File: config.mk
export PLATFORM = sky130hd
export DESIGN_NAME = axi_axis_loopback
export DESIGN_NICKNAME = d
export VERILOG_FILES = /design/src/common/axi_lite_pkg.sv /design/src/common/stream_fifo_pkg.sv /design/src/axi_bridge/axi_axis_reader.sv /design/src/axi_bridge/axi_axis_writer.sv /design/src/verilog/axi_axis_loopback.sv /design/src/verilog/axis_fifo.sv
export SDC_FILE = /design/constraint.sdc
export NUM_CORES = 1
export LEC_CHECK = 0
export BUFFER_PORTS_ARGS = -buffer_cell sky130_fd_sc_hd__buf_2
export CORE_MARGIN = 1
export CORE_UTILIZATION = 51
export CTS_BUF_LIST = sky130_fd_sc_hd__clkbuf_2 sky130_fd_sc_hd__clkbuf_4 sky130_fd_sc_hd__clkbuf_8
export CTS_CLUSTER_DIAMETER = 60
export DETAILED_ROUTE_END_ITERATION = 8
export GPL_TIMING_DRIVEN = 0
export PLACE_DENSITY = 0.66
export SETUP_SLACK_MARGIN = 0.1
export SLEW_MARGIN = 15
export SYNTH_ARGS = -nofsm -noshare
export SYNTH_HDL_FRONTEND = slang
export SYNTH_SLANG_ARGS = --single-unit
File: constraint.sdc
create_clock -name aclk -period 4.9 [get_ports aclk]
set_clock_uncertainty 0.1 [all_clocks]
set_input_delay 0.98 -clock aclk [delete_from_list [all_inputs] [get_ports aclk]]
set_output_delay 0.98 -clock aclk [all_outputs]
set_load 0.01 [all_outputs]
File: src/common/axi_lite_pkg.sv
package axi_lite_pkg;

  // one 32-bit word per transfer
  localparam int AXI_DATA_WIDTH = 32;
  localparam int AXI_ADDR_WIDTH = 16;  // one register window

  // standard AXI response encodings
  typedef enum logic [1:0]
  {
    RESP_OKAY   = 2'b00,
    RESP_EXOKAY = 2'b01,
    RESP_SLVERR = 2'b10,
    RESP_DECERR = 2'b11
  } axi_resp_t;

  // write side: accept aw/w, push to stream, answer on b
  typedef enum logic [1:0]
  {
    WR_IDLE = 2'd0,
    WR_PUSH = 2'd1,
    WR_RESP = 2'd2
  } writer_state_t;

endpackage

File: src/common/stream_fifo_pkg.sv
package stream_fifo_pkg;

  localparam int FIFO_DEPTH       = 16;  // words
  localparam int FIFO_PTR_WIDTH   = 4;   // wraps at depth
  localparam int FIFO_COUNT_WIDTH = 5;   // 0 .. FIFO_DEPTH

endpackage

File: src/axi_bridge/axi_axis_reader.sv
`timescale 1ns/1ps

module axi_axis_reader
(
  input  logic                                    aclk,
  input  logic                                    aresetn,
  input  logic [axi_lite_pkg::AXI_ADDR_WIDTH-1:0] s_axi_araddr,
  input  logic                                    s_axi_arvalid,
  output logic                                    s_axi_arready,
  output logic [axi_lite_pkg::AXI_DATA_WIDTH-1:0] s_axi_rdata,
  output axi_lite_pkg::axi_resp_t                 s_axi_rresp,
  output logic                                    s_axi_rvalid,
  input  logic                                    s_axi_rready,
  input  logic [axi_lite_pkg::AXI_DATA_WIDTH-1:0] s_axis_tdata,
  input  logic                                    s_axis_tvalid,
  output logic                                    s_axis_tready
);
  import axi_lite_pkg::*;

  logic                      rvalid_reg, rvalid_next;
  logic                      captured_reg, captured_next;
  logic [AXI_DATA_WIDTH-1:0] rdata_reg, rdata_next;

  always @(posedge aclk)
  begin
    if (~aresetn)
    begin
      rvalid_reg   <= 1'b0;
      captured_reg <= 1'b0;
    end
    else
    begin
      rvalid_reg   <= rvalid_next;
      captured_reg <= captured_next;
    end
  end

  always @(posedge aclk)
  begin
    rdata_reg <= rdata_next;
  end

  always @*
  begin
    rvalid_next   = rvalid_reg;
    captured_next = captured_reg;
    rdata_next    = rdata_reg;
    if (s_axi_arvalid)
    begin
      rvalid_next   = 1'b1;
      captured_next = s_axis_tvalid;  // empty read takes nothing
      rdata_next    = s_axis_tvalid ? s_axis_tdata : '0;
    end
    if (s_axi_rready & rvalid_reg)
      rvalid_next = 1'b0;
  end

  assign s_axi_arready = 1'b1;
  assign s_axi_rdata   = rdata_reg;
  assign s_axi_rvalid  = rvalid_reg;
  assign s_axi_rresp   = RESP_OKAY;

  // pop only a word that was really handed out
  assign s_axis_tready = s_axi_rready & rvalid_reg & captured_reg;

endmodule

File: src/axi_bridge/axi_axis_writer.sv
`timescale 1ns/1ps

module axi_axis_writer
(
  input  logic                                    aclk,
  input  logic                                    aresetn,
  input  logic [axi_lite_pkg::AXI_ADDR_WIDTH-1:0] s_axi_awaddr,
  input  logic                                    s_axi_awvalid,
  output logic                                    s_axi_awready,
  input  logic [axi_lite_pkg::AXI_DATA_WIDTH-1:0] s_axi_wdata,
  input  logic                                    s_axi_wvalid,
  output logic                                    s_axi_wready,
  output axi_lite_pkg::axi_resp_t                 s_axi_bresp,
  output logic                                    s_axi_bvalid,
  input  logic                                    s_axi_bready,
  output logic [axi_lite_pkg::AXI_DATA_WIDTH-1:0] m_axis_tdata,
  output logic                                    m_axis_tvalid,
  input  logic                                    m_axis_tready
);
  import axi_lite_pkg::*;

  writer_state_t             state_reg, state_next;
  logic [AXI_DATA_WIDTH-1:0] data_reg;
  logic                      accept;

  // address and data are taken together, only when idle
  assign accept = (state_reg == WR_IDLE) & s_axi_awvalid & s_axi_wvalid;

  always @(posedge aclk)
  begin
    if (~aresetn)
      state_reg <= WR_IDLE;
    else
      state_reg <= state_next;
  end

  always @(posedge aclk)
  begin
    if (accept)
      data_reg <= s_axi_wdata;  // held until the push
  end

  always @*
  begin
    state_next = state_reg;
    case (state_reg)
      WR_IDLE:
      begin
        if (accept)
          state_next = WR_PUSH;
      end
      WR_PUSH:
      begin
        // stays here while the fifo is full
        if (m_axis_tready)
          state_next = WR_RESP;
      end
      WR_RESP:
      begin
        if (s_axi_bready)
          state_next = WR_IDLE;
      end
      default:
      begin
        state_next = WR_IDLE;
      end
    endcase
  end

  assign s_axi_awready = accept;
  assign s_axi_wready  = accept;

  assign m_axis_tdata  = data_reg;
  assign m_axis_tvalid = (state_reg == WR_PUSH);

  assign s_axi_bvalid  = (state_reg == WR_RESP);
  assign s_axi_bresp   = RESP_OKAY;  // no error cases

endmodule

File: src/verilog/axi_axis_loopback.sv
`timescale 1ns/1ps

module axi_axis_loopback
(
  input  logic                                    aclk,
  input  logic                                    aresetn,
  input  logic [axi_lite_pkg::AXI_ADDR_WIDTH-1:0] s_axi_awaddr,
  input  logic                                    s_axi_awvalid,
  output logic                                    s_axi_awready,
  input  logic [axi_lite_pkg::AXI_DATA_WIDTH-1:0] s_axi_wdata,
  input  logic                                    s_axi_wvalid,
  output logic                                    s_axi_wready,
  output axi_lite_pkg::axi_resp_t                 s_axi_bresp,
  output logic                                    s_axi_bvalid,
  input  logic                                    s_axi_bready,
  input  logic [axi_lite_pkg::AXI_ADDR_WIDTH-1:0] s_axi_araddr,
  input  logic                                    s_axi_arvalid,
  output logic                                    s_axi_arready,
  output logic [axi_lite_pkg::AXI_DATA_WIDTH-1:0] s_axi_rdata,
  output axi_lite_pkg::axi_resp_t                 s_axi_rresp,
  output logic                                    s_axi_rvalid,
  input  logic                                    s_axi_rready
);
  import axi_lite_pkg::*;

  // writer to fifo
  logic [AXI_DATA_WIDTH-1:0] wr_tdata;
  logic                      wr_tvalid;
  logic                      wr_tready;

  // fifo to reader
  logic [AXI_DATA_WIDTH-1:0] rd_tdata;
  logic                      rd_tvalid;
  logic                      rd_tready;

  axi_axis_writer u_writer
  (
    .aclk          (aclk),
    .aresetn       (aresetn),
    .s_axi_awaddr  (s_axi_awaddr),
    .s_axi_awvalid (s_axi_awvalid),
    .s_axi_awready (s_axi_awready),
    .s_axi_wdata   (s_axi_wdata),
    .s_axi_wvalid  (s_axi_wvalid),
    .s_axi_wready  (s_axi_wready),
    .s_axi_bresp   (s_axi_bresp),
    .s_axi_bvalid  (s_axi_bvalid),
    .s_axi_bready  (s_axi_bready),
    .m_axis_tdata  (wr_tdata),
    .m_axis_tvalid (wr_tvalid),
    .m_axis_tready (wr_tready)
  );

  axis_fifo u_fifo
  (
    .aclk          (aclk),
    .aresetn       (aresetn),
    .s_axis_tdata  (wr_tdata),
    .s_axis_tvalid (wr_tvalid),
    .s_axis_tready (wr_tready),
    .m_axis_tdata  (rd_tdata),
    .m_axis_tvalid (rd_tvalid),
    .m_axis_tready (rd_tready)
  );

  axi_axis_reader u_reader
  (
    .aclk          (aclk),
    .aresetn       (aresetn),
    .s_axi_araddr  (s_axi_araddr),
    .s_axi_arvalid (s_axi_arvalid),
    .s_axi_arready (s_axi_arready),
    .s_axi_rdata   (s_axi_rdata),
    .s_axi_rresp   (s_axi_rresp),
    .s_axi_rvalid  (s_axi_rvalid),
    .s_axi_rready  (s_axi_rready),
    .s_axis_tdata  (rd_tdata),
    .s_axis_tvalid (rd_tvalid),
    .s_axis_tready (rd_tready)
  );

endmodule

File: src/verilog/axis_fifo.sv
`timescale 1ns/1ps

module axis_fifo
(
  input  logic                                    aclk,
  input  logic                                    aresetn,
  input  logic [axi_lite_pkg::AXI_DATA_WIDTH-1:0] s_axis_tdata,
  input  logic                                    s_axis_tvalid,
  output logic                                    s_axis_tready,
  output logic [axi_lite_pkg::AXI_DATA_WIDTH-1:0] m_axis_tdata,
  output logic                                    m_axis_tvalid,
  input  logic                                    m_axis_tready
);
  import axi_lite_pkg::*;
  import stream_fifo_pkg::*;

  logic [AXI_DATA_WIDTH-1:0]   mem [FIFO_DEPTH];
  logic [FIFO_PTR_WIDTH-1:0]   wr_ptr;
  logic [FIFO_PTR_WIDTH-1:0]   rd_ptr;
  logic [FIFO_COUNT_WIDTH-1:0] count;
  logic                        push;
  logic                        pop;

  assign push = s_axis_tvalid & s_axis_tready;
  assign pop  = m_axis_tvalid & m_axis_tready;

  always @(posedge aclk)
  begin
    if (push)
      mem[wr_ptr] <= s_axis_tdata;
  end

  // pointers wrap on their own, depth is a power of two
  always @(posedge aclk)
  begin
    if (~aresetn)
    begin
      wr_ptr <= '0;
      rd_ptr <= '0;
    end
    else
    begin
      if (push)
        wr_ptr <= wr_ptr + 1'b1;
      if (pop)
        rd_ptr <= rd_ptr + 1'b1;
    end
  end

  always @(posedge aclk)
  begin
    if (~aresetn)
      count <= '0;
    else
    begin
      case ({push, pop})
        2'b10:
          count <= count + 1'b1;
        2'b01:
          count <= count - 1'b1;
        default:
          count <= count;  // none, or one in and one out
      endcase
    end
  end

  // all flags from registered state, head word always on the output
  assign s_axis_tready = (count != FIFO_COUNT_WIDTH'(FIFO_DEPTH));
  assign m_axis_tvalid = (count != '0);
  assign m_axis_tdata  = mem[rd_ptr];

endmodule
# == Yosys cells after proc, flatten, opt, wreduce, memory -nomap -nowiden ==
# Memory sizes are Yosys's and may differ from the RTL's. A register that Yosys moved wholly into a read port is not among the register bits.
# Index checks and enable logic that the tools add are counted.
# op_classes
bitwise_logic,7
n_reduce_logical,6
n_mux,7
eq_ne,8
add_sub_neg,4
# op_table
cell,count
$pmux 5 s2,1
$add 4x1->4 const B,2
$and 1x1->1,6
$mux 2,3
$pmux 2 s3,1
$add 5x1->5 const B,1
$ne 5x5->1 const B,1
$reduce_bool 5->1,1
$sub 5x1->5 const B,1
$eq 2x1->1 const B,2
$eq 2x2->1 const B,2
$ne 2x2->1 const B,2
$reduce_and 3->1,1
$logic_not 2->1,1
$mux 1,2
$ne 2x1->1 const B,1
$reduce_bool 2->1,1
$reduce_or 2->1,1
$logic_not 1->1,1
$not 1->1,1
# word_totals
out_inout_bits,41
ram_bits,512
word_cells,40
n_memories,1
reg_bits,49
input_bits,71
# mem_list
memory,words,word_bits,rd,rd_clocked_by_memory_dff,write_ports,line_no,text
u_fifo.mem,16,32,1,1,1,axis_fifo.sv:17,logic [AXI_DATA_WIDTH-1:0] mem [FIFO_DEPTH];

# == Depth between registers and ports, before layout ==
# depth
word_depth,5
depth_mapped,11
ltp_nobuf,10

# == By module ==
# Synthesis repeated with hierarchy kept, for this count alone.
# hier_totals
cells_unflattened,1043
area_unflattened_um2,22609.2
# modules_own_cells
module,area_per_inst_um2,seq_area_each_um2,n_inst,cells_per_inst
axis_fifo,20184.4,15715.1,1,915
axi_axis_reader,1322.5,1001.0,1,79
axi_axis_writer,1102.3,1001.0,1,49

# == Worst setup path before layout ==
# OpenSTA, ideal clock, no wires.
# synth_timing
path_type,input port to output port
start,input port s_axi_wvalid
end,output port s_axi_wready
path_stages,3
n_path_buf,1
t_required_ps,3820
arrival_time_ps,3882
setup_slack_ps,-62
cell_sequence,nand2_1 nor3_1 buf_4
# synth_between
elab_chain_cells,1
# synth_rtl
element,line_no,text
"start, declared",axi_axis_loopback.sv:11,"input logic s_axi_wvalid,"
$and 1x1->1,axi_axis_writer.sv:27,assign accept = (state_reg == WR_IDLE) & s_axi_awvalid & s_axi_wvalid;
"end, declared",axi_axis_loopback.sv:12,"output logic s_axi_wready,"
# No other way between the ends.

# == Worst setup path after layout ==
# layout_timing
start,register u_fifo.count[0]
end,register u_fifo.count[4]
# layout_between
elab_chain_cells,4
elab_cells_between_ends,10
cone_classes,add/sub: 2; eq/ne: 3; mux: 1; bitwise: 2; reduce/logical: 2
# layout_rtl
element,line_no,text
"start, declared",axis_fifo.sv:20,logic [FIFO_COUNT_WIDTH-1:0] count;
"start signal, assigned",axis_fifo.sv:58,count <= count + 1'b1;
"start signal, assigned",axis_fifo.sv:60,count <= count - 1'b1;
"start signal, assigned",axis_fifo.sv:62,count <= count;
$ne 5x5->1 / $reduce_bool 5->1 (equally long branches),"axis_fifo.sv:68, axis_fifo.sv:69",
$and 1x1->1 (on tied branches),"axis_fifo.sv:24, axis_fifo.sv:25",
$eq 2x1->1 / $eq 2x2->1 (equally long branches),axis_fifo.sv:56,"case ({push, pop})"
$pmux 5 s2 / $reduce_bool 2->1 (equally long branches),-,
# Parallel ways exist; a longest one is shown, timed or not.
# A chain may end at the register's enable or synchronous reset.

==> metrics.cfg <==
[drt]
dr.first_iter.drc_count=1092
vias=11000
routedWlPerCell_um=25.7
vias_per_cell=5.81
topRoutingLayerUsed=met4
wl_met3_um=3900
wirelength_met1_um=21300
met2_wirelength_um=22800
first_pass_iters=5
antenna_left=0
post-route-drc-count=0
wirelength_um=48800

[timing]
tightest_slew_ns=1.11
period_minus_slack_ns=3.53
fmaxAchievable_ghz=0.283
post-route-period-util_pct=72.0
hold_viol=0
slew_violations=0
rsz0062_at_grt=no
finalSetupTns_ns=0
setup_viol=0
relSlewSlack_pct=26.0

[final_layout]
drive_gt1_share_pct=33.9
instances_no_fill=1898
mostFrequentLayoutCells=edfxtp_1 (576), mux4_2 (128), buf_2 (102)
regMostFlops=u_fifo.mem
antenna_cells=0
mostFrequentLayoutCell=edfxtp_1
largest_reg_flops=512
nNetsFinal=1321
area_delta_synth_final_pct=15.7

[synth]
yosysSeqAreaShare_pct=77.9
async_reset_ff_share_pct=0
ys_warn_count=0
synth-edff-count=576
yosysTopAreaCell=edfxtp_1
ys_types=36
synthCells=1031
synth_top_area_share_pct=76.4
synth.top_cells.by_area=edfxtp_1 (76%), mux4_2 (13%), o211ai_1 (3.2%)
synth_seq_cells=593
synthFlopType=edfxtp_1
syn-mean-instance-area_um2=22.0
synth_area_um2=22600

[worst_setup_path]
criticalPathCategory=flip-flop to flip-flop
endpoint_kind=flip-flop
crit_path_start_kind=flip-flop
path_max_fanout=6
critPathArrivalTime_ns=4.02
rrSetupSlack_ns=1.37
worstSetupStartpoint=u_fifo.count[0]
cp.required_ns=5.39
endpoint=u_fifo.count[4]
rr_endpoint=u_fifo.count[4]
ff2ff_path_depth=10
r2r-start=u_fifo.count[0]

[cts]
cts-resized-gates=0
clk_pin_slew_ns=0.06
cts_root_buffer=clkbuf_8
htreeDepth=3
numCtsBuffers=94
hold_buffers=0
numClockSinks=593
cts_setup_buffers=0
cts_tree=yes
clk_path_buf_depth=3
clk_latency_ns=0.67

[place]
numPortBuffers=74
gp_congestion=0.760
placedCellCount=1729
dp_hpwl_um=31400

[global_routing]
grt_start_max_net_pins=36
grt_pass1_wl_um=72100
grt_pass1_vias=11200
grt_usage_pct=22.6
grt_overflow=0
antenna_found_initial=0

[min_path]
hp-class=input port to flip-flop

[pwr]
p_sw_share_pct=20.7
power_density_nw_per_um2=373
pwr-share-clk_pct=40.4
p_leak_nw=8.27
power.internal_w=0.00775
fin_total_pwr_w=0.00978
p_comb_share_pct=1.8
p_sw_w=0.00202
worst_ir_drop_vdd_mv=0.234
seqPwrFrac_pct=57.8

[floorplan]
dieArea_um2=45200
rows=76
core_um2=43500
ios=112
initial_core_util_pct=52.1
die_h_um=213
die_x_um=213

[outcome]
status=finished, final reports clean

[run]
drv_cap=0

[synth_stat cells, types with 7 or more instances]
master    instances
buf_2            28
buf_4            13
clkbuf_1         20
dfxtp_1          17
edfxtp_1        576
ha_1              9
inv_1            10
mux2i_1          36
mux4_2          128
nand2_1           7
nor2_1           32
o211ai_1         97
[power by group through the flow]
stage               registers [W]  clock network (W)  logic [W]
detailed placement        0.00575                  0   0.000180
global route              0.00565            0.00423   0.000191
floorplan                 0.00574                  0  0.0000776
CTS                       0.00565            0.00402   0.000180
finish                    0.00565            0.00395   0.000177
global placement          0.00575                  0   0.000169
[per-stage QoR]
stage	cell area [um^2]	worst slack, ns	util [%]	hold WS, ns
4_1_cts	26200	1.43	60.3	0.335
5_1_grt	26200	1.13	60.3	0.349
3_5_place_dp	24400	1.47	56.2	0.388
2_1_floorplan	22700	1.07	-	0.349
6_report	26200	1.37	60.3	0.384
3_3_place_gp	23800	-2.09	54.7	0.370
[cells by family after synthesis]
kind of cell	share of synthesized area [%]
and+or+nand+nor	1.23
adders and majority gates	0.586
other	0.0332
DFF	77.9
muxes	14.3
AOI/OAI and AO/OA	3.74
buffers and inverters	1.86
xor gates and xnor gates	0.310
[worst max-delay path: stages, from the launching register on]
cell and delay, ns:
dfxtp_1 0.36, nor4_1 0.87, a21oi_1 0.39, inv_1 0.20, ha_1 0.27, inv_1 0.10, fa_1 0.40, nand2b_1 0.16
a21oi_1 0.16, mux2i_1 0.25, mux2i_1 0.19
[metal layers]
| metal | vias up | track usage, % |
|---|---|---|
| met5 | - | 0 |
| met4 | 0 | 6.62 |
| met3 | 53 | 5.63 |
| met2 | 462 | 34.2 |
| met1 | 5766 | 32.7 |
| li1 | 4753 | - |
[worst min-delay path by stage]
stage / end / cells past startpoint / slack [ns] / startpoint
after global placement: u_writer.state_reg[0] / 1 / 0.37 / u_writer.state_reg[1]
after floorplan: u_writer.state_reg[0] / 1 / 0.35 / u_writer.state_reg[1]
after detailed placement: u_reader.s_axi_rvalid / 1 / 0.39 / u_reader.s_axi_rvalid
after global routing: u_writer.m_axis_tdata[26] / 1 / 0.35 / s_axi_wdata[26]
after CTS: u_writer.m_axis_tdata[27] / 1 / 0.34 / s_axi_wdata[27]
final: u_writer.m_axis_tdata[4] / 1 / 0.38 / s_axi_wdata[4]
[final cells by class]
class                      instances  area [um^2]
clock inverter                    46          234
buffer                            70          384
timing repair buffer             110          925
clock buffer                     123         1540
tap                              585          732
fill                            3136        17300
sequential                       593        17600
multi-input combinational        361         4710
inverter                          10         37.5
Note: power is estimated with default switching activity, not from simulation.
